==> src/verilog/ringPkg.sv <==
// ring types and sizing; 8-bit addresses with a 4-bit node field, no handshake or back-pressure
package ringPkg;

	// ring geometry
	localparam int nodeCount = 4;
	localparam int wordsPerNode = 16;
	localparam int addrWidth = 8;
	localparam int dataWidth = 64;
	localparam int seqWidth = 8;
	localparam int excWidth = 16;

	localparam int wordIndexWidth = $clog2(wordsPerNode);	// low address bits
	localparam int nodeFieldWidth = addrWidth - wordIndexWidth;	// high address bits

	// injector + one stage per node + collector
	localparam int ringLatency = nodeCount + 2;

	// bit 15 set marks a critical fault
	localparam logic [excWidth-1:0] faultNoResponder = 16'h8001;

	typedef enum logic [2:0]
	{
		opIdle = 3'd0,	// empty slot
		opLoad = 3'd1,
		opStore = 3'd2,
		opSwap = 3'd3,
		opLoadDone = 3'd4,
		opStoreDone = 3'd5,
		opSwapDone = 3'd6,
		opFault = 3'd7	// nobody served it
	} ringOp;

	typedef struct packed
	{
		ringOp op;
		logic [addrWidth-1:0] addr;
		logic [dataWidth-1:0] data;
	} hostReq;

	typedef struct packed
	{
		ringOp op;
		logic [seqWidth-1:0] seq;
		logic [addrWidth-1:0] addr;
		logic [dataWidth-1:0] data;
	} ringMsg;

	typedef struct packed
	{
		ringOp op;
		logic [seqWidth-1:0] seq;
		logic [addrWidth-1:0] addr;
		logic [dataWidth-1:0] data;
		logic [excWidth-1:0] excCode;
	} hostResp;

	// true for the three request opcodes
	function automatic logic isRequest(ringOp op);
		return op inside {opLoad, opStore, opSwap};
	endfunction

	// request opcode to its response opcode
	function automatic ringOp doneCode(ringOp op);
		case (op)
			opLoad: return opLoadDone;
			opStore: return opStoreDone;
			opSwap: return opSwapDone;
			default: return op;
		endcase
	endfunction

endpackage
==> src/verilog/ringCollector.sv <==
// ring exit stage; any request that reaches it unserved leaves as a fault with data cleared
module ringCollector
(
	input logic clock,
	input logic reset,
	input ringPkg::ringMsg ringIn,
	output logic respValid,
	output ringPkg::hostResp resp
);
	import ringPkg::*;

	logic slotBusy;
	logic unserved;
	hostResp nextResp;

	assign slotBusy = (ringIn.op != opIdle);

	// still a request opcode means no node owned the address
	assign unserved = isRequest(ringIn.op);

	always_comb
	begin
		nextResp.op = ringIn.op;
		nextResp.seq = ringIn.seq;
		nextResp.addr = ringIn.addr;
		nextResp.data = ringIn.data;
		nextResp.excCode = '0;	// done responses carry no exception
		if (unserved)
		begin
			nextResp.op = opFault;
			nextResp.data = '0;
			nextResp.excCode = faultNoResponder;
		end
	end

	// host response register
	always_ff @(posedge clock)
	begin
		resp <= nextResp;
		respValid <= slotBusy;	// one cycle per message
		if (reset)
		begin
			respValid <= 1'b0;
			resp.op <= opIdle;
		end
	end

endmodule

==> config.mk <==
export PLATFORM = sky130hd
export DESIGN_NAME = ringCollector
export DESIGN_NICKNAME = d
export VERILOG_FILES = /design/src/verilog/ringPkg.sv /design/src/verilog/ringCollector.sv
export SDC_FILE = /design/constraint.sdc
export NUM_CORES = 1
export LEC_CHECK = 0
export BUFFER_PORTS_ARGS = -buffer_cell sky130_fd_sc_hd__buf_2
export CAP_MARGIN = 20
export CORE_MARGIN = 10
export CORE_UTILIZATION = 42
export CTS_BUF_LIST = sky130_fd_sc_hd__clkbuf_16
export DETAILED_ROUTE_END_ITERATION = 12
export PLACE_DENSITY = 0.84
export REMOVE_ABC_BUFFERS = 1
export SLEW_MARGIN = 20
export SYNTH_ARGS = -nofsm -noshare
export SYNTH_HDL_FRONTEND = slang
export SYNTH_SLANG_ARGS = --single-unit
export TNS_END_PERCENT = 20
==> constraint.sdc <==
create_clock -name clock -period 1.7 [get_ports clock]
set_input_delay 0.425 -clock clock [delete_from_list [all_inputs] [get_ports clock]]
set_output_delay 0.425 -clock clock [all_outputs]
set_load 0.1 [all_outputs]
==> metrics.cfg <==
[sta]
rsz0062_at_grt=no
timing.final.max_slew_violations=0
finalWorstSetupSlack_ps=174
setup_viol=0
period_utilisation_layout_pct=89.8
totalNegativeSetupSlack_ps=0
finalHoldViolCount=0
achievable_clock_frequency_mhz=655
final.min_clock_period_ps=1530

[clock_tree]
clk_transition_reported_paths_ps=60
cts_inserted_buffers=9
clock-root-buffer=sky130_fd_sc_hd__clkbuf_16
ctsResizeCount=0
cts_tree=built
ctsHtreeMaxLevel=3
cts_num_sinks=85
cts.repair_timing.setup_buffer_count=0
max-clock-path-buffers=2
cts.hold.buffers_added=0

[final_layout]
layout_overhead_on_the_synthesized_area_pct=47.3
final_common_cell=sky130_fd_sc_hd__buf_2
finish.net_count=441
layout_common_cells=170 x sky130_fd_sc_hd__buf_2, 85 x sky130_fd_sc_hd__dfxtp_1, 34 x sky130_fd_sc_hd__and2_1
finish.instance_area_sq_um=3580
finalCoreUtilization_pct=64.2
fillCellCount=453
layout_cell_share_with_drive_strength_beyond_1_pct=60.4
antenna_cells_inserted=0

[critical_path]
path_max_fanout=1
worst_path_dominant_cell_family=buffers and inverters
cp-start-kind=flip-flop
critPathRequiredTime_ps=1270
worst_path_largest_cell_delay_ps=440
worstPathBufferInverterCount=1
critPathCaptureType=output port
timing.critical_path.slowest_stage_cell=sky130_fd_sc_hd__buf_2
setup.worst_path.class=flip-flop to output port
crit_chain=buf_2
data_arrival_time_of_the_critical_path_ps=1100

[floorplan]
die-height_microns=96.1
floorplan.rows=27
design.die.area_sq_um=9230
core_area_sq_um=5570
overall_die_width_microns=96.1
start_util_pct=43.6
boundaryPins=185

[min_path]
hold_path_class=input port to flip-flop

[routing]
wl_microns=6540
routedWlPerCell_microns=15.1
drc_errors=0
antenna_violating_nets_post_route=0
drt_first_pass_iters=4
avgViaCountPerCell=4.05
drt_iter0_drc=8
vias=1753

[global_routing]
grt-ovfl-total=0
grt_usage_pct=13.1
grt_start_max_net_pins=66
grt_antenna_before_repair=0
grt_pass1_wl_microns=9160
number_of_global_route_vias_before_repair=1921

[placed_design]
place_worst_setup_slack_ps=459
finalWeightedCongestion=0.806
placed_area_sq_um=3260
portBuffers=170
dp_hpwl_microns=5310

[synthesis]
netlist_area_sq_um=2430
ys_seq_elements=85
synth.yosys.warnings=0
post-synth-top-area-fraction_pct=70.0
synth.area.top_cells=sky130_fd_sc_hd__dfxtp_1 70%, sky130_fd_sc_hd__and2_4 11%, sky130_fd_sc_hd__and2_1 8.7%, sky130_fd_sc_hd__buf_4 4.6%, sky130_fd_sc_hd__buf_6 2.8%
yosysTopAreaCell=sky130_fd_sc_hd__dfxtp_1
postSynthCellCount=183
yosysSeqAreaShare_pct=70.0
synth.avg_cell_area_sq_um=13.3
synthDistinctLibCells=14

[pwr]
p_per_cell_area_nw_per_um2=1580
netSwitchingPower_mw=2.00
max-vdd-ir-drop_mv=0.860
report.power.total_mw=5.66
pwr-share-clk_pct=36.1
power.sequential.fraction_pct=38.0
swShare_pct=35.4
power.share.combinational_pct=25.9
static-leakage-power_nw=1.90
power_report.internal_total_mw=3.66

[status]
outcome=completed

[job]
max_cap_viol=0

==> layout make-up <==
cell class	instances	area, sq um	area share, %
well taps	72	90.1	2.52
inverters	3	11.3	0.314
clock buffers	9	225	6.29
clock inverters	7	98.8	2.76
flip-flops and latches	85	1700	47.5
repair buffers	171	871	24.3
multi-input cells	86	583	16.3
==> kinds of logic (layout without fill, tap and decap cells) <==
logic type	count (synthesis)	in the layout	synth area share, %
AOI/OAI and AO/OA	3	3	1.18
and+or+nand+nor	69	69	20.6
other	1	14	0.154
DFF	85	85	70.0
buffers and inverters	25	190	8.03
==> path summary, 6_finish.rpt <==
kind  startpoint  endpoint  cells after the start
max     resp[87]  resp[87]                      1
min   ringIn[79]  resp[95]                      1
==> registers in the layout (all words and copies together) (netlist names) <==
signal	count
resp	84
respValid	1
==> routing by layer <==
metal  global-route usage [%]  wire (microns)  vias to the layer above
met3                     8.56            1130                        9
met2                     22.1            3060                      122
met5                        0               0                        -
li1                         -               -                      870
met1                     12.2            2260                      752
met4                     6.27              89                        0
==> Yosys cell counts (all sizes together) <==
cell type  instances
nor3               1
o21bai             1
conb               1
buf               21
a21oi              2
nor2               2
nand2b             1
or2b               1
clkbuf             1
and2              64
dfxtp             85
inv                3
==> power by group through the flow <==
stage / combinational, mW / sequential [mW] / clock [mW]
after floorplan: 0.252 / 3.15 / 0
after CTS: 1.48 / 2.15 / 2.09
after global routing: 1.51 / 2.16 / 2.18
after global placement: 1.46 / 2.19 / 0
after detailed placement: 1.48 / 2.20 / 0
final: 1.47 / 2.15 / 2.04
==> stage by stage <==
step | std cells | hold slack (ps)
2_1_floorplan | 174 | 453
3_3_place_gp | 417 | 528
3_5_place_dp | 417 | 529
4_1_cts | 433 | 192
5_1_grt | 433 | 186
6_report | 433 | 199
Power figures use the tool's default switching activity.
