--- config.mk ---
export PLATFORM = sky130hd
export DESIGN_NAME = ringInjector
export DESIGN_NICKNAME = d
export VERILOG_FILES = /design/src/verilog/ringPkg.sv /design/src/verilog/ringInjector.sv
export SDC_FILE = /design/constraint.sdc
export NUM_CORES = 1
export LEC_CHECK = 0
export BUFFER_PORTS_ARGS = -buffer_cell sky130_fd_sc_hd__buf_4
export CORE_ASPECT_RATIO = 1.75
export CORE_MARGIN = 3
export CORE_UTILIZATION = 33
export CTS_CLUSTER_DIAMETER = 50
export CTS_CLUSTER_SIZE = 20
export DETAILED_ROUTE_END_ITERATION = 12
export PLACE_DENSITY = 0.68
export SLEW_MARGIN = 15
export SYNTH_ARGS = -nofsm -noshare
export SYNTH_HDL_FRONTEND = slang
export SYNTH_SLANG_ARGS = --single-unit
export TNS_END_PERCENT = 30
--- constraint.sdc ---
create_clock -name clock -period 1.6 [get_ports clock]
set_clock_uncertainty 0.2 [all_clocks]
set_input_delay 0.08 -clock clock [delete_from_list [all_inputs] [get_ports clock]]
set_output_delay 0.08 -clock clock [all_outputs]
set_load 0.02 [all_outputs]
--- src/verilog/ringPkg.sv ---
// ring types and sizing; 8-bit addresses with a 4-bit node field, no handshake or back-pressure
package ringPkg;

	// ring geometry
	localparam int nodeCount = 4;
	localparam int wordsPerNode = 16;
	localparam int addrWidth = 8;
	localparam int dataWidth = 64;
	localparam int seqWidth = 8;
	localparam int excWidth = 16;

	localparam int wordIndexWidth = $clog2(wordsPerNode);	// low address bits
	localparam int nodeFieldWidth = addrWidth - wordIndexWidth;	// high address bits

	// injector + one stage per node + collector
	localparam int ringLatency = nodeCount + 2;

	// bit 15 set marks a critical fault
	localparam logic [excWidth-1:0] faultNoResponder = 16'h8001;

	typedef enum logic [2:0]
	{
		opIdle = 3'd0,	// empty slot
		opLoad = 3'd1,
		opStore = 3'd2,
		opSwap = 3'd3,
		opLoadDone = 3'd4,
		opStoreDone = 3'd5,
		opSwapDone = 3'd6,
		opFault = 3'd7	// nobody served it
	} ringOp;

	typedef struct packed
	{
		ringOp op;
		logic [addrWidth-1:0] addr;
		logic [dataWidth-1:0] data;
	} hostReq;

	typedef struct packed
	{
		ringOp op;
		logic [seqWidth-1:0] seq;
		logic [addrWidth-1:0] addr;
		logic [dataWidth-1:0] data;
	} ringMsg;

	typedef struct packed
	{
		ringOp op;
		logic [seqWidth-1:0] seq;
		logic [addrWidth-1:0] addr;
		logic [dataWidth-1:0] data;
		logic [excWidth-1:0] excCode;
	} hostResp;

	// true for the three request opcodes
	function automatic logic isRequest(ringOp op);
		return op inside {opLoad, opStore, opSwap};
	endfunction

	// request opcode to its response opcode
	function automatic ringOp doneCode(ringOp op);
		case (op)
			opLoad: return opLoadDone;
			opStore: return opStoreDone;
			opSwap: return opSwapDone;
			default: return op;
		endcase
	endfunction

endpackage
--- src/verilog/ringInjector.sv ---
// ring entry stage; every cycle with reqValid high is accepted, sequence numbers wrap at 256
module ringInjector
(
	input logic clock,
	input logic reset,
	input logic reqValid,
	input ringPkg::hostReq req,
	output ringPkg::ringMsg ringOut
);
	import ringPkg::*;

	logic [seqWidth-1:0] seqCount;	// tag for the next accepted request
	ringMsg nextMsg;

	// build the slot for stage 0
	always_comb
	begin
		nextMsg.op = opIdle;
		nextMsg.seq = seqCount;
		nextMsg.addr = req.addr;
		nextMsg.data = req.data;
		if (reqValid)
		begin
			nextMsg.op = req.op;
		end
	end

	// sequence counter, wraps on its own width
	always_ff @(posedge clock)
	begin
		if (reset)
		begin
			seqCount <= '0;
		end
		else if (reqValid)
		begin
			seqCount <= seqCount + 1'b1;
		end
	end

	// payload follows every cycle, only the opcode is cleared
	always_ff @(posedge clock)
	begin
		ringOut <= nextMsg;
		if (reset)
		begin
			ringOut.op <= opIdle;
		end
	end

endmodule

==> results of run 1 <==
[synthesized netlist by cell type, drive strengths merged]
cell type,instances
a21oi,3
nand4,3
xnor2,1
xor2,3
nand2,2
buf,1
o21ai,3
nand3,2
ha,1
or3,3
and2,3
nor2b,1
nor2,5
clkbuf,1
mux2i,1
dfxtp,91
[final cells by class]
class / count / area [sq um] / area share (%)
multi-input combinational: 31 / 193 / 4.46
timing repair buffer: 240 / 2010 / 46.4
tap: 78 / 97.6 / 2.26
antenna: 1 / 2.50 / 0.0579
sequential: 91 / 1820 / 42.2
clock buffer: 10 / 138 / 3.19
clock inverter: 5 / 62.6 / 1.45
[layer usage]
| metal | track usage [%] | up-vias |
|---|---|---|
| li1 | - | 894 |
| met1 | 15.3 | 842 |
| met2 | 35.4 | 65 |
| met3 | 4.60 | 15 |
| met4 | 9.94 | 0 |
| met5 | 0 | - |
[per-stage QoR]
| stage | instances | instance area [sq um] | util [%] | hold WS (ns) |
|---|---|---|---|---|
| 2_1_floorplan | 124 | 2030 | - | -0.0923 |
| 3_3_place_gp | 360 | 3310 | 55.9 | -0.0157 |
| 3_5_place_dp | 360 | 3310 | 55.9 | -0.0145 |
| 4_1_cts | 455 | 4310 | 72.8 | 0.152 |
| 5_1_grt | 455 | 4320 | 72.9 | 0.156 |
| 6_report | 456 | 4320 | 72.9 | 0.166 |
[worst register-to-register path, stage by stage, from the launching register on]
cell and delay, ns:
dfxtp_1 0.40, ha_1 0.21, nand3_1 0.10, or3_1 0.35, a21oi_1 0.13
[flip-flops by register name, indices dropped and copies added, names as in the netlist]
name	cells
ringOut	83
seqCount	8
[worst max path at each step]
| stage | slack (ns) | end |
|---|---|---|
| final | 0.03 | ringOut[80] |
| after global routing | 0.006 | ringOut[80] |
| after CTS | 0.02 | ringOut[80] |
| after detailed placement | 0.17 | seqCount[6] |
| after global placement | 0.17 | seqCount[6] |
| after floorplan | 0.23 | seqCount[6] |
[timing repair]
action / 4_1_cts / 5_1_grt
hold buffers: 80 / 0
hold endpoints to repair: 83 / 0
gates resized for setup: 0 / 1
setup endpoints to repair: 0 / 1
[logic make-up after synthesis]
family          synth area share (%)
fa+ha+maj                      0.618
mux                            0.494
simple gates                    5.19
xor+xnor                        1.73
flops                           89.9
compound gates                  1.48
buf+inv                        0.556
[cells in the final DEF (no fill, tap or decap)]
cell and n:
ha_1 1, xnor2_1 1, nor2_1 5, clkinvlp_4 2, nand2_1 2, mux2i_1 1
buf_6 1, xor2_1 3, or3_1 3, clkbuf_8 10, dlygate4sd3_1 80, nand4_1 2
bufinv_16 1, a21oi_1 3, dfxtp_1 91, nand4_2 1, nor2b_1 1, o21ai_0 3
buf_4 159, nand3_1 2, diode_2 1, inv_6 1, clkinv_4 1, and2_1 3
[power by group]
| group | switching (W) | internal [W] | total (W) | leakage (nW) |
|---|---|---|---|---|
| logic | 0.000250 | 0.000378 | 0.000628 | 1.19 |
| registers | 0.0000366 | 0.00237 | 0.00241 | 0.762 |
| clock network | 0.000753 | 0.000764 | 0.00152 | 0.0950 |
==> flow_metrics.tcl, run 1 <==
set metrics [dict create \
    syn_inst 124 \
    worst-path-stages 5 \
    final_max_slew_viol_count 0 \
    cp_slowest_stage_delay_ns 0.55 \
    holdCritStartpoint "seqCount[7]" \
    setup_slack_ns 0.0326 \
    synth_top_area_share_pct 89.9 \
    ir_drop_v 0.000671 \
    post_cts_buffers 0 \
    wirelength_microns 6410 \
    period_minus_slack_ns 1.57 \
    hpwl_microns 4000 \
    overflow 0 \
    clk_pin_slew_worst_paths_ns 0.08 \
    worstPathRequired_ns 1.63 \
    worstHoldPathType "flip-flop to flip-flop" \
    drive_gt1_share_pct 46.7 \
    viasPerCell 3.98 \
    rows 37 \
    critPathTopFamily "buffers and inverters" \
    io_pins 161 \
    hold_violations 0 \
    r2r_setup_slack_ns 0.15 \
    wl_per_cell_microns 14.0 \
    tightest_slew_ns 0.216 \
    root_buffer "clkbuf_8" \
    status "completed" \
    min_path_cells 0 \
    io_buffer_count 160 \
    synth_warnings 0 \
    grt_max_degree 16 \
    gp_congestion 0.769 \
    clock_latency_ns 0.34 \
    crit_chain "dlygate4sd3_1, buf_6, nor2b_1, and2_1, dlygate4sd3_1" \
    drt-initial-drc-count 37 \
    slew_headroom_pct 85.6 \
    drc 0 \
    hold_path_end "ringOut[79]" \
    power_density_nw_per_um2 1050 \
    critPathKind "primary input to flip-flop" \
    firstDrtPassIters 4 \
    ant_nets 0 \
    synth_area_leaders "dfxtp_1 (90%), xor2_1 (1.3%), and2_1 (0.93%)" \
    die_w_microns 65.2 \
    crit_buf_inv 3 \
    start_kind "primary input" \
    rsz0062_at_grt "false" \
    m1WireLength_microns 1870 \
    rr_startpoint "seqCount[0]" \
    syn_nets 203 \
    critPathArrivalTime_ns 1.60 \
    power_w 0.00456 \
    topRoutingLayerUsed "met4" \
    r2r_end "seqCount[6]" \
    dieHeight_microns 110 \
    synth_seq_area_share_pct 89.9 \
    htreeDepth 3 \
    p_leak_nw 2.04 \
    first_global_vias 1889 \
    synth_seq_cells 91 \
    routed-wl-met2_microns 4030 \
    place_ws_ns 0.166 \
    synth_area_leader_cell "dfxtp_1" \
    cts_tree "built" \
    startpoint "reqValid" \
    synth.avg_cell_area_sq_um 16.3 \
    syn_area_sq_um 2030 \
    antenna_found_initial 0 \
    ff2ff_path_depth 4 \
    start_util_pct 34.2 \
    cap_violations 0 \
    yosys.cell_types.count 17 \
    area_growth_pct 113 \
    cts_buffer_depth 2 \
    routed-via-count 1816 \
    nets 452 \
    crit_path_top_delay_cell "dlygate4sd3_1" \
    die_area_sq_um 7150 \
    max_freq_ghz 0.638 \
    track_usage_pct 17.8 \
    dr_wl_met3_microns 292 \
    cts.sinks 91 \
    grt_pass1_wl_microns 9150 \
    fp.coreArea_sq_um 5930 \
    fin_crit_sh_pct 98.0 \
    finalSetupViolations 0 \
    fill_cells 407 \
    finalSetupTns_ns 0 \
    worstSetupEndpointType "flip-flop" \
    path_common_cell "dlygate4sd3_1" \
    cts_made_buffers 9 \
    crit_fanout 7 \
]
Note: power is estimated with default switching activity, not from simulation.
==> inputs of run 2 (changes only) <==
- CORE_UTILIZATION: 33 -> 40
- PLACE_DENSITY: 0.68 -> 0.81
- clock period: 1.6 -> 1.95 ns (I/O delays scaled with it)
==> flow_metrics.tcl, run 2 (same netlist as run 1, synthesis figures left out) <==
set metrics [dict create \
    cts_buffer_depth 2 \
    die_area_sq_um 5990 \
    final_cell_mix "buf_4 (160), dfxtp_1 (91), dlygate4sd3_1 (80), clkbuf_8 (9), nor2_1 (5)" \
    drc 0 \
    power_frac_comb_pct 13.7 \
    first_global_vias 2112 \
    path_common_cell "dlygate4sd3_1" \
    worstSetupEndpointType "flip-flop" \
    fill_cells 210 \
    htreeDepth 3 \
    final_max_slew_viol_count 0 \
    fin_crit_sh_pct 85.4 \
    min_path_cells 0 \
    critPathArrivalTime_ns 1.68 \
    slew_headroom_pct 85.4 \
    io_pins 161 \
    internal-power_w 0.00298 \
    status "completed" \
    overflow 0 \
    hold_violations 0 \
    crit_fanout 7 \
    p_leak_nw 2.04 \
    cts_made_buffers 9 \
    ff2ff_path_depth 4 \
    met2_usage_pct 50.5 \
    clockPowerShare_pct 34.7 \
    worstHoldPathType "flip-flop to flip-flop" \
    viasPerCell 4.43 \
    drive_gt1_share_pct 46.0 \
    area_growth_pct 112 \
    dieHeight_microns 100 \
    start_kind "primary input" \
    track_usage_pct 25.8 \
    root_buffer "clkbuf_8" \
    power.share.sequential_pct 51.6 \
    start_util_pct 42.3 \
    worstPathRequired_ns 1.97 \
    wirelength_microns 7690 \
    finalSetupViolations 0 \
    critPathKind "primary input to flip-flop" \
    fp.coreArea_sq_um 4790 \
    ant_nets 0 \
    top_regs "ringOut (83), seqCount (8)" \
    rsz0062_at_grt "false" \
    top_usage_layer "met2" \
    worst-path-stages 5 \
    power_density_nw_per_um2 894 \
    critPathTopFamily "buffers and inverters" \
    antenna_found_initial 2 \
    routed-via-count 1914 \
    period_minus_slack_ns 1.66 \
    final_common_cell "buf_4" \
    grt_max_degree 15 \
    met3_usage_pct 5.92 \
    nets 452 \
    cts.sinks 91 \
    holdWs_ns 0.169 \
    cts_resized 0 \
    firstDrtPassIters 4 \
    rows 33 \
    met1_usage_pct 22.9 \
    holdCritStartpoint "seqCount[7]" \
    cap_violations 0 \
    rr_startpoint "seqCount[1]" \
    swShare_pct 22.4 \
    finalSetupTns_ns 0 \
    clk_pin_slew_worst_paths_ns 0.08 \
    io_buffer_count 160 \
    crit_path_top_delay_cell "dlygate4sd3_1" \
    die_w_microns 59.8 \
    crit_chain "dlygate4sd3_1, buf_4, nor2b_1, and2_1, dlygate4sd3_1" \
    cts_tree "built" \
    max_freq_ghz 0.601 \
    crit_buf_inv 3 \
    startpoint "reqValid" \
    grt_pass1_wl_microns 10900 \
    r2r_setup_slack_ns 0.49 \
    gp_congestion 0.754 \
    ir_drop_v 0.00100 \
    largest_reg_flops 83 \
    p_switching_w 0.000860 \
    clock_latency_ns 0.33 \
    tightest_slew_ns 0.218 \
    drt-initial-drc-count 36 \
    cp_slowest_stage_delay_ns 0.55 \
    regMostFlops "ringOut" \
    hpwl_microns 4180 \
    wl_per_cell_microns 17.8 \
]
## run 2: final cells by class
type | count | area, sq um | area share (%)
clock buffers | 12 | 135 | 3.15
flip-flops and latches | 91 | 1820 | 42.4
diodes | 2 | 5.00 | 0.116
multi-input cells | 31 | 193 | 4.48
repair buffers | 240 | 2000 | 46.6
clock inverters | 4 | 75.1 | 1.75
well taps | 52 | 65.1 | 1.51
## run 2: metrics by stage
| step | total power, W | std cells | instance area (sq um) | util (%) | setup slack (ns) |
|---|---|---|---|---|---|
| 6_report | 0.00384 | 432 | 4300 | 89.7 | 0.285 |
| 2_1_floorplan | 0.00215 | 124 | 2030 | - | 0.581 |
| 3_5_place_dp | 0.00240 | 334 | 3280 | 68.5 | 0.520 |
| 4_1_cts | 0.00383 | 430 | 4290 | 89.6 | 0.346 |
| 3_3_place_gp | 0.00239 | 334 | 3280 | 68.5 | 0.533 |
| 5_1_grt | 0.00397 | 432 | 4300 | 89.7 | 0.237 |
## run 2: worst reg2reg max path: stages, from the launching register on
cell	delay, ns
dfxtp_1	0.41
ha_1	0.22
nand3_1	0.10
or3_1	0.35
a21oi_1	0.13
## run 2: path summary, 6_finish.rpt
path                 endpoint
hold / removal    ringOut[79]
setup / recovery  ringOut[80]
setup reg to reg  seqCount[6]
hold reg to reg   ringOut[79]
## run 2: per-layer routing
layer	vias up	part of all wire (%)
met1	922	30
met4	0	2.8
met3	16	4.8
met2	79	62
met5	-	0
li1	897	-
## run 2: power groups by stage
stage	logic [W]	registers [W]	clock network, W
after detailed placement	0.000382	0.00202	0
after global routing	0.000550	0.00199	0.00143
after CTS	0.000513	0.00198	0.00134
after global placement	0.000375	0.00202	0
after floorplan	0.0000170	0.00213	0
final	0.000528	0.00198	0.00133
## run 2: what timing repair did
| item | CTS | global route |
|---|---|---|
| hold endpoints to repair | 83 | 0 |
| hold buffers | 80 | 0 |
| setup buffers | 0 | 0 |
