==> config.mk <==
export PLATFORM = sky130hd
export DESIGN_NAME = ringMemNode
export DESIGN_NICKNAME = d
export VERILOG_FILES = /design/src/verilog/ringPkg.sv /design/src/verilog/ringMemNode.sv
export SDC_FILE = /design/constraint.sdc
export NUM_CORES = 1
export LEC_CHECK = 0
export BUFFER_PORTS_ARGS = -buffer_cell sky130_fd_sc_hd__buf_2
export CORE_ASPECT_RATIO = 1.75
export CORE_MARGIN = 3
export CORE_UTILIZATION = 36
export CTS_CLUSTER_SIZE = 20
export DETAILED_ROUTE_END_ITERATION = 7
export PLACE_DENSITY_LB_ADDON = 0.1
export RECOVER_POWER = 100
export SLEW_MARGIN = 10
export SYNTH_ARGS = -nofsm -noshare
export SYNTH_HDL_FRONTEND = slang
export SYNTH_SLANG_ARGS = --single-unit
==> constraint.sdc <==
create_clock -name clock -period 10.7 [get_ports clock]
set_input_delay 0.535 -clock clock [delete_from_list [all_inputs] [get_ports clock]]
set_output_delay 0.535 -clock clock [all_outputs]
set_load 0.03 [all_outputs]
==> src/verilog/ringPkg.sv <==
// ring types and sizing; 8-bit addresses with a 4-bit node field, no handshake or back-pressure
package ringPkg;

	// ring geometry
	localparam int nodeCount = 4;
	localparam int wordsPerNode = 16;
	localparam int addrWidth = 8;
	localparam int dataWidth = 64;
	localparam int seqWidth = 8;
	localparam int excWidth = 16;

	localparam int wordIndexWidth = $clog2(wordsPerNode);	// low address bits
	localparam int nodeFieldWidth = addrWidth - wordIndexWidth;	// high address bits

	// injector + one stage per node + collector
	localparam int ringLatency = nodeCount + 2;

	// bit 15 set marks a critical fault
	localparam logic [excWidth-1:0] faultNoResponder = 16'h8001;

	typedef enum logic [2:0]
	{
		opIdle = 3'd0,	// empty slot
		opLoad = 3'd1,
		opStore = 3'd2,
		opSwap = 3'd3,
		opLoadDone = 3'd4,
		opStoreDone = 3'd5,
		opSwapDone = 3'd6,
		opFault = 3'd7	// nobody served it
	} ringOp;

	typedef struct packed
	{
		ringOp op;
		logic [addrWidth-1:0] addr;
		logic [dataWidth-1:0] data;
	} hostReq;

	typedef struct packed
	{
		ringOp op;
		logic [seqWidth-1:0] seq;
		logic [addrWidth-1:0] addr;
		logic [dataWidth-1:0] data;
	} ringMsg;

	typedef struct packed
	{
		ringOp op;
		logic [seqWidth-1:0] seq;
		logic [addrWidth-1:0] addr;
		logic [dataWidth-1:0] data;
		logic [excWidth-1:0] excCode;
	} hostResp;

	// true for the three request opcodes
	function automatic logic isRequest(ringOp op);
		return op inside {opLoad, opStore, opSwap};
	endfunction

	// request opcode to its response opcode
	function automatic ringOp doneCode(ringOp op);
		case (op)
			opLoad: return opLoadDone;
			opStore: return opStoreDone;
			opSwap: return opSwapDone;
			default: return op;
		endcase
	endfunction

endpackage
==> src/verilog/ringMemNode.sv <==
// one ring stop; serves its own node field from a 16-word store that reset does not clear
module ringMemNode #(
	parameter int nodeIndex = 0	// region owned by this stop
)
(
	input logic clock,
	input logic reset,
	input ringPkg::ringMsg ringIn,
	output ringPkg::ringMsg ringOut
);
	import ringPkg::*;

	logic [nodeFieldWidth-1:0] nodeField;
	logic [wordIndexWidth-1:0] wordIndex;
	logic ownsAddr;
	logic serve;
	logic writeEnable;
	logic [dataWidth-1:0] oldWord;
	logic [dataWidth-1:0] storeWords [wordsPerNode];
	ringMsg nextMsg;

	// address split into region and word
	assign nodeField = ringIn.addr[addrWidth-1 -: nodeFieldWidth];
	assign wordIndex = ringIn.addr[wordIndexWidth-1:0];

	assign ownsAddr = (nodeField == nodeFieldWidth'(nodeIndex));

	// responses from earlier stops are never touched
	assign serve = ownsAddr && isRequest(ringIn.op);

	// store and swap both write the new word
	assign writeEnable = serve && ((ringIn.op == opStore) || (ringIn.op == opSwap));

	assign oldWord = storeWords[wordIndex];	// value before this cycle's write

	always_comb
	begin
		nextMsg = ringIn;	// default is plain forwarding
		if (serve)
		begin
			nextMsg.op = doneCode(ringIn.op);
			case (ringIn.op)
				opLoad: nextMsg.data = oldWord;
				opStore: nextMsg.data = ringIn.data;	// echo what was written
				opSwap: nextMsg.data = oldWord;	// old word goes back
				default: nextMsg.data = ringIn.data;
			endcase
		end
	end

	// scratch store, write lands at the clock edge
	always_ff @(posedge clock)
	begin
		if (writeEnable)
		begin
			storeWords[wordIndex] <= ringIn.data;
		end
	end

	// next ring stage
	always_ff @(posedge clock)
	begin
		ringOut <= nextMsg;
		if (reset)
		begin
			ringOut.op <= opIdle;	// empty ring after reset
		end
	end

endmodule

==> results of run 1 <==
layer usage:
layer | vias up | GRT usage [%] | wire (µm) | part of all wire (%)
met1 | 10570 | 21.90 | 42930 | 40
li1 | 8127 | - | - | -
met2 | 456 | 32.95 | 57490 | 54
met4 | 0 | 5.159 | 2345 | 2.2
met3 | 131 | 2.746 | 4262 | 4.0
met5 | - | 0 | 0 | 0
registers in the layout (all words and copies together), names as in the netlist:
name        flops
storeWords   1024
ringOut        83
cell type report:
type / instances / area, µm² / area share (%)
well taps: 1494 / 1869 / 3.996
inverters: 4 / 21.27 / 0.04548
repair buffers: 232 / 1085 / 2.319
clock buffers: 152 / 2965 / 6.340
multi-input cells: 545 / 8018 / 17.14
diodes: 3 / 7.507 / 0.01605
clock inverters: 40 / 396.6 / 0.8480
flip-flops and latches: 1107 / 32410 / 69.29
worst min-delay path: stages:
cell and delay [ns]:
buf_2 0.12, inv_1 0.06, a21oi_1 0.06
stage by stage:
| step | instance area, µm² | power (W) | instances |
|---|---|---|---|
| after floorplan | 41430 | 0.005100 | 1772 |
| after global placement | 44070 | 0.005265 | 3370 |
| after detailed placement | 44070 | 0.005271 | 3370 |
| after CTS | 47550 | 0.008965 | 3574 |
| after global routing | 46770 | 0.009123 | 3574 |
| final | 46770 | 0.008818 | 3577 |
placed cells by master (no fill, tap or decap), types with 2 or more instances in the layout:
cell type / n
edfxtp_1: 1024
mux4_2: 256
clkbuf_1: 215
clkbuf_16: 106
dfxtp_1: 83
mux2i_1: 64
a31oi_1: 64
o22ai_1: 64
a221oi_1: 62
buf_4: 23
clkinv_2: 22
clkbuf_8: 14
nor3_1: 12
dlygate4sd3_1: 12
buf_2: 11
bufinv_16: 7
inv_6: 6
clkinv_1: 4
diode_2: 3
nor4_1: 3
inv_1: 2
nand4_1: 2
nand2b_1: 2
a221oi_2: 2
nor3b_1: 2
a21oi_1: 2
buf_8: 2
kinds of logic (layout without fill, tap and decap cells):
group / Yosys count / after routing / synth area share [%]
compound gates: 196 / 196 / 4.318
simple gates: 29 / 29 / 0.4801
flops: 1107 / 1107 / 78.22
other cells: 0 / 3 / 0
mux: 320 / 320 / 15.46
buf+inv: 120 / 428 / 1.516
where the power goes:
| group | switching, W | leakage (nW) | internal (W) |
|---|---|---|---|
| Combinational | 0.000254 | 2.83 | 0.000137 |
| Sequential | 0.0000138 | 9.90 | 0.00474 |
| Clock | 0.00158 | 1.66 | 0.00209 |
final timing paths:
kind / startpoint / to / slack (ns) / depth (start not counted)
setup / recovery: ringIn[71] / storeWords[12][3]$_DFFE_PP_ / 3.67 / 7
hold / removal: ringIn[82] / ringOut[82]$_SDFF_PP0_ / 0.14 / 3
setup reg to reg: storeWords[14][58]$_DFFE_PP_ / ringOut[58]$_DFF_P_ / 9.18 / 3
hold reg to reg: storeWords[9][41]$_DFFE_PP_ / ringOut[41]$_DFF_P_ / 0.86 / 3
==> reports/results.tsv, run 1 <==
stage	metric	value	unit
run_status	status	finished, violations left	
run_status	violations	max-capacitance violations, max-slew violations	
timing	slew_viol_final	806	
timing	finalHoldViolCount	0	
global_routing	grt_max_degree	120	
route	post_drt_wl_per_cell	29.92	µm
timing	skew	0.02463	ns
min_path	hp-class	in2reg	
placed_design	numPortBuffers	167	
placed_design	globalplace.congestion	0.6920	
cts	clk_pin_slew	0.06	ns
floorplan	core	114300	µm²
route	detail_route.iter0.violations	1230	
yosys	seq_area_frac_synth	78.22	%
floorplan	dieArea	119400	µm²
cts	cts_buffer_depth	3	
critical_path	critPathMaxStageDelay	1.97	ns
cts	cts_tree	built	
final_layout	fin_nets	2077	
power_and_ir_drop	leakage	14.39	nW
power_and_ir_drop	cellPowerDensity	188.5	nW/µm²
timing	worst_slew_pin_slew	3.635	ns
final_layout	areaGrowthSynthToFinish	12.89	%
global_routing	grtUsageTotal	17.93	%
route	routed_wl	107000	µm
critical_path	path_buf_inv	4	
yosys	synth_edf_count	1024	
timing	rsz0062_at_grt	no	
yosys	synth_most_common_cell	edfxtp_1	
timing	holdWs	0.1403	ns
floorplan	start_util	36.25	%
route	route.detailed.drc	0	
final_layout	fin_util	40.92	%
yosys	synthTopCellsByCount	edfxtp_1 (1,024), mux4_2 (256), dfxtp_1 (83)	
cts	numCtsBuffers	102	
yosys	yosysTopAreaCell	edfxtp_1	
floorplan	rows	164	
floorplan	die_w	262.5	µm
yosys	synth.area.top_cells	edfxtp_1 (74%), mux4_2 (14%), dfxtp_1 (4.0%), a221oi_2 (2.3%), mux2i_1 (1.5%)	
critical_path	cp.required	10.95	ns
yosys	ys_ff_latch	1107	
route	vias_per_cell	5.392	
power_and_ir_drop	ir_drop	0.1084	mV
yosys	synth.net_count	1857	
cts	htreeDepth	3	
timing	fin_ws	3.666	ns
timing	finalSetupViolCount	0	
global_routing	overflow	0	
timing	slew_headroom	-142.3	%
placed_design	place_hpwl	55780	µm
floorplan	die_h	454.8	µm
critical_path	worst-path-max-fanout	31	
critical_path	cpLargestDelayFamily	buffers and inverters	
cts	ctsResizeCount	0	
final_layout	fillers	10080	
yosys	synth_top_area_share	74.21	%
critical_path	cp-start-kind	input pin	
job	cap_violations	28	
timing	fmax	0.1422	GHz
yosys	synth_ff_type	edfxtp_1	
cts	clock-root-buffer	clkbuf_16	
cts	postCtsHoldBufs	12	
final_layout	drive_gt1_share	22.07	%
yosys	netlist_area	41430	µm²
cts	post_cts_buffers	0	
timing	tns	0	ns
critical_path	path_class	in2reg	
yosys	async_flop_share	0	%
critical_path	worstSetupEndpointType	flip-flop	
yosys	netlist-cell-type-count	28	
cts	clock_latency	0.69	ns
yosys	synth_cells	1772	
critical_path	crit_top_cell	clkbuf_1	
critical_path	cp_slowest_cell	clkbuf_1	
global_routing	grt_pass1_vias	21230	
route	vias	19290	
critical_path	path_cells	dlygate4sd3_1 > clkbuf_1 > nor4_4 > clkbuf_1 > nand4_1 > nor3_1 > clkbuf_1	
route	drtAntennaViolNets	0	
yosys	syn_area_per_cell	23.38	µm²
yosys	yosysWarnings	0	
timing	fin_crit	7.034	ns
floorplan	io_pins	168	
timing	fin_crit_sh	65.74	%
critical_path	arrival	7.29	ns
global_routing	antenna_found_initial	6	
route	dr.pass1.iters	7	
cts	cts.sinks	1107	
placed_design	preCtsSetupSlack	6.460	ns
global_routing	grt_pass1_wl	154300	µm
No activity file was read; power rests on OpenSTA's default activity.
==> inputs of run 2 (changes only) <==
--- a/config.mk
+++ b/config.mk
@@ -5,6 +5,7 @@
 export SDC_FILE = /design/constraint.sdc
 export NUM_CORES = 1
 export LEC_CHECK = 0
+export ABC_AREA = 1
 export BUFFER_PORTS_ARGS = -buffer_cell sky130_fd_sc_hd__buf_2
 export CORE_ASPECT_RATIO = 1.75
 export CORE_MARGIN = 3
==> constraint.sdc (replaced) <==
create_clock -name clock -period 7 [get_ports clock]
set_input_delay 0.35 -clock clock [delete_from_list [all_inputs] [get_ports clock]]
set_output_delay 0.35 -clock clock [all_outputs]
set_load 0.03 [all_outputs]
==> reports/results.tsv, run 2 <==
stage	metric	value	unit	change
job	cap_violations	25		-11%
final_layout	reg_top3	storeWords: 1024 flops, ringOut: 83 flops		
yosys	synth.area.top_cells	edfxtp_1 (70%), nand2_1 (17%), dfxtp_1 (3.8%), nand3_1 (3.7%), nor2_1 (1.8%)		
yosys	synth_ff_type	edfxtp_1		
cts	cts.sinks	1107		unchanged
power_and_ir_drop	total_power	0.01389	W	+57%
timing	rsz0062_at_grt	no		
floorplan	dieArea	127000	µm²	+6.4%
critical_path	critPathMaxStageDelay	1.67	ns	-0.30 ns
critical_path	path_cells	dlygate4sd3_1 > buf_2 > nor3_1 > nand2_1 > nor2_1 > nand3_1 > nor2_1 > clkbuf_2		
min_path	hp-class	in2reg		
critical_path	cp_slowest_cell	clkbuf_2		
final_layout	top_register	storeWords		
power_and_ir_drop	power.net_switching	0.003137	W	+70%
cts	clk_pin_slew	0.06	ns	about the same
global_routing	grt_max_degree	196		+63%
critical_path	cp-start-kind	input pin		
yosys	synth_top_area_share	69.67	%	-4.5 points
critical_path	arrival	5.71	ns	-1.58 ns
cts	htreeDepth	3		unchanged
placed_design	place_hpwl	64450	µm	+16%
yosys	yosysTopAreaCell	edfxtp_1		
run_status	status	finished, violations left		
final_layout	fin_area	50120	µm²	+7.2%
timing	fmax	0.1841	GHz	
critical_path	worstSetupEndpointType	flip-flop		
global_routing	antenna_found_initial	3		-3
timing	skew	0.01910	ns	-0.005536 ns
floorplan	io_pins	168		unchanged
timing	slew_viol_final	893		+11%
final_layout	drive_gt1_share	5.361	%	-17 points
yosys	async_flop_share	0	%	unchanged
floorplan	die_w	270.7	µm	+3.1%
timing	fin_crit_sh	77.61	%	
placed_design	numPortBuffers	167		unchanged
power_and_ir_drop	ir_drop	0.1752	mV	+62%
route	detail_route.iter0.violations	1762		+43%
yosys	syn_area_per_cell	11.03	µm²	-53%
timing	tns	0	ns	unchanged
timing	finalSetupViolCount	0		unchanged
route	vias_per_cell	4.802		-11%
route	dr.pass1.iters	5		-2
yosys	netlist_area	44130	µm²	+6.5%
cts	cts_buffer_depth	3		unchanged
floorplan	rows	169		+3.0%
route	route.detailed.drc	0		unchanged
final_layout	layout_commonest_cell	nand2_1		
yosys	netlist-cell-type-count	15		-46%
floorplan	core	121400	µm²	+6.2%
yosys	synth_most_common_cell	nand2_1		
critical_path	crit_top_cell	nor2_1		
power_and_ir_drop	leakage	18.88	nW	+31%
cts	clock-root-buffer	clkbuf_16		
global_routing	overflow	0		unchanged
critical_path	path_class	in2reg		
route	routed_wl	121400	µm	+13%
power_and_ir_drop	cellPowerDensity	277.1	nW/µm²	+47%
yosys	synth_cells	4000		+130%
power_and_ir_drop	p_seq_share	52.3	%	-1.7 points
power_and_ir_drop	pwr-share-clk	42.2	%	+0.6 points
final_layout	fin_util	41.29	%	+0.37 points
power_and_ir_drop	swShare	22.59	%	+1.6 points
timing	fin_crit	5.433	ns	
floorplan	start_util	36.36	%	+0.11 points
cts	clock_latency	0.71	ns	+0.02 ns
cts	ctsResizeCount	0		unchanged
power_and_ir_drop	power_frac_comb	5.5	%	+1.1 points
power_and_ir_drop	p_int	0.01075	W	+54%
yosys	ys_ff_latch	1107		unchanged
yosys	synthTopCellsByCount	nand2_1 (2,051), edfxtp_1 (1,024), nand3_1 (324)		
cts	numCtsBuffers	107		+4.9%
global_routing	grt_pass1_vias	27640		+30%
timing	finalHoldViolCount	0		unchanged
final_layout	areaGrowthSynthToFinish	13.56	%	
critical_path	cp.required	7.28	ns	-3.67 ns
final_layout	fin_nets	4227		+100%
yosys	yosysWarnings	0		unchanged
timing	worst_slew_pin_slew	3.034	ns	-0.6006 ns
placed_design	globalplace.congestion	0.7129		+3.0%
yosys	synth.net_count	4085		+120%
floorplan	die_h	469.2	µm	+3.2%
final_layout	layout.cells.most_common_list	nand2_1 (2,051), edfxtp_1 (1,024), nand3_1 (324)		
timing	slew_headroom	-102.3	%	+40 points
route	drtAntennaViolNets	0		unchanged
global_routing	grt_pass1_wl	181400	µm	+18%
placed_design	placed_area	46530	µm²	+5.6%
route	vias	28140		+46%
route	post_drt_wl_per_cell	20.72	µm	-31%
cts	cts_tree	built		
run_status	violations	max-capacitance violations, max-slew violations		
yosys	synth_edf_count	1024		unchanged
yosys	seq_area_frac_synth	73.44	%	-4.8 points
final_layout	largest_reg_flops	1024		unchanged
critical_path	worst-path-max-fanout	57		+84%
global_routing	grtUsageTotal	19.00	%	+1.1 points
## run 2: critical path: cells and delay by family
family                 cells  cell delay [ns]
buffers and inverters      3             2.33
AND/OR/NAND/NOR            5             2.98
## run 2: kinds of logic (layout without fill, tap and decap cells)
logic type      after synthesis  in the layout  share of synthesized area, %
compound gates                1              1                       0.01133
simple gates               2658           2658                         23.90
flops                      1107           1107                         73.44
other cells                   0              2                             0
buf+inv                     234            468                         2.648
## run 2: per-layer routing
layer / global-route usage [%] / share of wire (%) / up-vias
li1: - / - / 13690
met1: 24.56 / 44 / 13730
met2: 33.54 / 50 / 576
met3: 2.194 / 3.6 / 139
met4: 5.882 / 2.3 / 0
met5: 0 / 0 / -
## run 2: final cells by class
cell class | instances | area [µm²]
Clock buffer | 139 | 2995
Clock inverter | 62 | 546.8
Tap cell | 1624 | 2032
Fill cell | 11840 | 71250
Sequential cell | 1107 | 32410
Antenna cell | 2 | 5.005
Inverter | 10 | 57.56
Multi-Input combinational cell | 2659 | 10640
Timing Repair Buffer | 257 | 1430
## run 2: path summary, 6_finish.rpt
check / slack [ns] / start / cells past startpoint / endpoint
setup / recovery: 1.57 / ringIn[69] / 8 / storeWords[3][33]$_DFFE_PP_
hold / removal: 0.10 / ringIn[82] / 5 / ringOut[81]$_SDFF_PP0_
setup reg to reg: 5.62 / storeWords[7][29]$_DFFE_PP_ / 8 / ringOut[29]$_DFF_P_
hold reg to reg: 0.70 / storeWords[0][60]$_DFFE_PP_ / 6 / ringOut[60]$_DFF_P_
## run 2: per-stage QoR
step | hold WS, ns | worst slack [ns] | cells
after detailed placement | 0.4541 | 2.448 | 5618
after global placement | 0.4517 | 2.458 | 5618
final | 0.1039 | 1.567 | 5860
after global routing | 0.1522 | 1.345 | 5859
after floorplan | 0.3777 | 2.745 | 4000
after CTS | 0.0008122 | 2.686 | 5858
## run 2: power by group through the flow
stage	Combinational, W	Sequential [W]	Clock [W]
global placement	0.000779	0.00741	0
detailed placement	0.000780	0.00741	0
global route	0.000859	0.00727	0.00628
floorplan	0.000395	0.00746	0
CTS	0.000800	0.00726	0.00604
finish	0.000766	0.00727	0.00585
## run 2: what timing repair did
action / in CTS / in global routing
hold buffers: 39 / 0
endpoints found under the hold margin: 243 / 0
setup buffers: 0 / 0
==> inputs of run 3 (changes only) <==
--- a/config.mk
+++ b/config.mk
@@ -5,7 +5,7 @@
 export SDC_FILE = /design/constraint.sdc
 export NUM_CORES = 1
 export LEC_CHECK = 0
-export ABC_AREA = 1
+export ABC_AREA = 0
 export BUFFER_PORTS_ARGS = -buffer_cell sky130_fd_sc_hd__buf_2
 export CORE_ASPECT_RATIO = 1.75
 export CORE_MARGIN = 3
==> constraint.sdc (replaced) <==
create_clock -name clock -period 5.4 [get_ports clock]
set_input_delay 0.27 -clock clock [delete_from_list [all_inputs] [get_ports clock]]
set_output_delay 0.27 -clock clock [all_outputs]
set_load 0.03 [all_outputs]
==> reports/results.tsv, run 3 (synthesis gave the netlist of run 1 again) <==
stage	metric	value	unit	change
global_routing	grt_max_degree	97		-51%
placed_design	numPortBuffers	167		unchanged
global_routing	grt_pass1_wl	155700	µm	-14%
cts	clock-root-buffer	clkbuf_16		
critical_path	cp.required	5.87	ns	-1.41 ns
floorplan	start_util	36.25	%	-0.11 points
run_status	status	finished, violations left		
floorplan	io_pins	168		unchanged
route	vias	19660		-30%
final_layout	top_register	storeWords		
final_layout	fillers	9968		-16%
floorplan	dieArea	119400	µm²	-6.0%
timing	slew_headroom	-39.63	%	+63 points
min_path	hp-class	in2reg		
min_path	whs_path_depth	4		-1
final_layout	drive_gt1_share	24.19	%	+19 points
timing	finalSetupViolCount	0		unchanged
timing	finalHoldViolCount	0		unchanged
critical_path	worst-path-max-fanout	33		-42%
critical_path	reg2reg_slack	3.69	ns	-1.93 ns
route	post_drt_wl_per_cell	29.20	µm	+41%
timing	worst_slew_pin_slew	2.094	ns	-0.9399 ns
route	vias_per_cell	5.392		+12%
cts	htreeDepth	3		unchanged
power_and_ir_drop	cellPowerDensity	378.2	nW/µm²	+37%
run_status	violations	max-capacitance violations, max-slew violations		
placed_design	preCtsSetupSlack	1.836	ns	-0.6117 ns
power_and_ir_drop	p_int	0.01442	W	+34%
cts	numCtsBuffers	106		-0.93%
route	routed_wl	106500	µm	-12%
route	met1Wirelength	42320	µm	-20%
floorplan	core	114300	µm²	-5.8%
floorplan	rows	164		-3.0%
critical_path	worstRegToRegCells	3		-5
placed_design	place_hpwl	56390	µm	-13%
final_layout	layout_commonest_cell	edfxtp_1		
cts	post_cts_buffers	0		unchanged
cts	clk_pin_slew	0.07	ns	about the same
power_and_ir_drop	leakage	15.07	nW	-20%
job	cap_violations	22		-12%
timing	rsz0062_at_grt	no		
final_layout	multi_input_area	8264	µm²	-22%
floorplan	die_h	454.8	µm	-3.1%
critical_path	cp-start-kind	input pin		
route	met2_length	58450	µm	-4.6%
power_and_ir_drop	swShare	20.77	%	-1.8 points
timing	fin_crit	4.080	ns	
timing	slew_viol_final	695		-22%
cts	clock_latency	0.70	ns	about the same
final_layout	largest_reg_flops	1024		unchanged
route	drtAntennaViolNets	0		unchanged
timing	tns	0	ns	unchanged
global_routing	overflow	0		unchanged
critical_path	r2r_end	ringOut[55]$_DFF_P_		
power_and_ir_drop	power.net_switching	0.003781	W	+21%
final_layout	reg_top3	storeWords: 1024 flops, ringOut: 83 flops		
final_layout	fin_nets	2144		-49%
cts	postCtsHoldBufs	82		+110%
critical_path	arrival	4.55	ns	-1.16 ns
timing	fmax	0.2451	GHz	
route	route.detailed.drc	0		unchanged
power_and_ir_drop	p_seq_share	51.8	%	-0.5 points
cts	ctsResizeCount	0		unchanged
route	dr.pass1.iters	6		+1
cts	cts_buffer_depth	3		unchanged
global_routing	grt_pass1_vias	21570		-22%
min_path	worstHoldEndpoint	ringOut[7]$_DFF_P_		
final_layout	layout.cells.most_common_list	edfxtp_1 (1,024), mux4_2 (256), clkbuf_1 (185)		
timing	skew	0.03087	ns	+0.01177 ns
power_and_ir_drop	ir_drop	0.2472	mV	+41%
timing	holdWs	0.1163	ns	+0.01244 ns
power_and_ir_drop	pwr-share-clk	43.6	%	+1.4 points
cts	cts.sinks	1107		unchanged
global_routing	antenna_found_initial	2		-1
critical_path	path_class	in2reg		
final_layout	areaGrowthSynthToFinish	16.15	%	
route	met3_length	3759	µm	-14%
floorplan	die_w	262.5	µm	-3.0%
route	detail_route.iter0.violations	1352		-23%
placed_design	globalplace.congestion	0.7110		-0.27%
critical_path	rr_startpoint	storeWords[14][55]$_DFFE_PP_		
timing	fin_ws	1.320	ns	-0.2477 ns
route	highest_layer	met5		
timing	fin_crit_sh	75.56	%	
min_path	min_from	ringIn[82]		
global_routing	grtUsageTotal	17.90	%	-1.1 points
final_layout	regArea	32410	µm²	unchanged
power_and_ir_drop	power_frac_comb	4.6	%	-0.9 points
critical_path	worstSetupEndpointType	flip-flop		
cts	cts_tree	built		
==> run 3: cell type report <==
| type | instances | share of cell area, % |
|---|---|---|
| sequential | 1107 | 67.35 |
| multi-input combinational | 545 | 17.17 |
| clock buffer | 138 | 6.040 |
| tap | 1494 | 3.884 |
| timing repair buffer | 295 | 3.814 |
| clock inverter | 61 | 1.690 |
| inverter | 4 | 0.04420 |
| antenna | 1 | 0.005200 |
==> run 3: routing by layer <==
layer	GRT usage [%]	vias to the layer above
met2	33.49	431
met4	4.725	2
met3	2.136	119
li1	-	8265
met5	0	-
met1	21.91	10840
==> run 3: worst max path at each step <==
stage,slack (ns),startpoint,to,depth (start not counted)
after floorplan,-2.47,ringIn[82],storeWords[0][0]$_DFFE_PP_,4
after global placement,1.96,ringIn[82],ringOut[25]$_DFF_P_,5
after detailed placement,1.84,ringIn[82],ringOut[31]$_DFF_P_,5
after CTS,2.05,ringIn[71],ringOut[31]$_DFF_P_,6
after global routing,1.09,ringIn[71],storeWords[4][9]$_DFFE_PP_,6
final,1.32,ringIn[71],ringOut[7]$_DFF_P_,7
==> run 3: power by group through the flow <==
stage	Clock, W	Combinational, W	Sequential, W
floorplan	0	0.000434	0.00967
global placement	0	0.000835	0.00961
detailed placement	0	0.000847	0.00961
CTS	0.00816	0.000898	0.00943
global route	0.00846	0.000914	0.00943
finish	0.00793	0.000843	0.00943
==> run 3: stage by stage <==
| stage | std cells | utilization (%) | instance area (µm²) | total power [W] |
|---|---|---|---|---|
| floorplan | 1772 | - | 41430 | 0.01011 |
| global placement | 3363 | 38.56 | 44080 | 0.01045 |
| detailed placement | 3363 | 38.56 | 44080 | 0.01046 |
| CTS | 3644 | 42.54 | 48620 | 0.01848 |
| global route | 3644 | 42.10 | 48120 | 0.01881 |
| finish | 3645 | 42.10 | 48120 | 0.01820 |
==> run 3: worst max-delay path, stage by stage <==
cell           delay [ns]
dlygate4sd3_1        0.54
clkbuf_1             0.13
nor4_4               0.90
buf_4                0.41
and3_4               0.69
clkbuf_1             1.25
a221oi_1             0.33
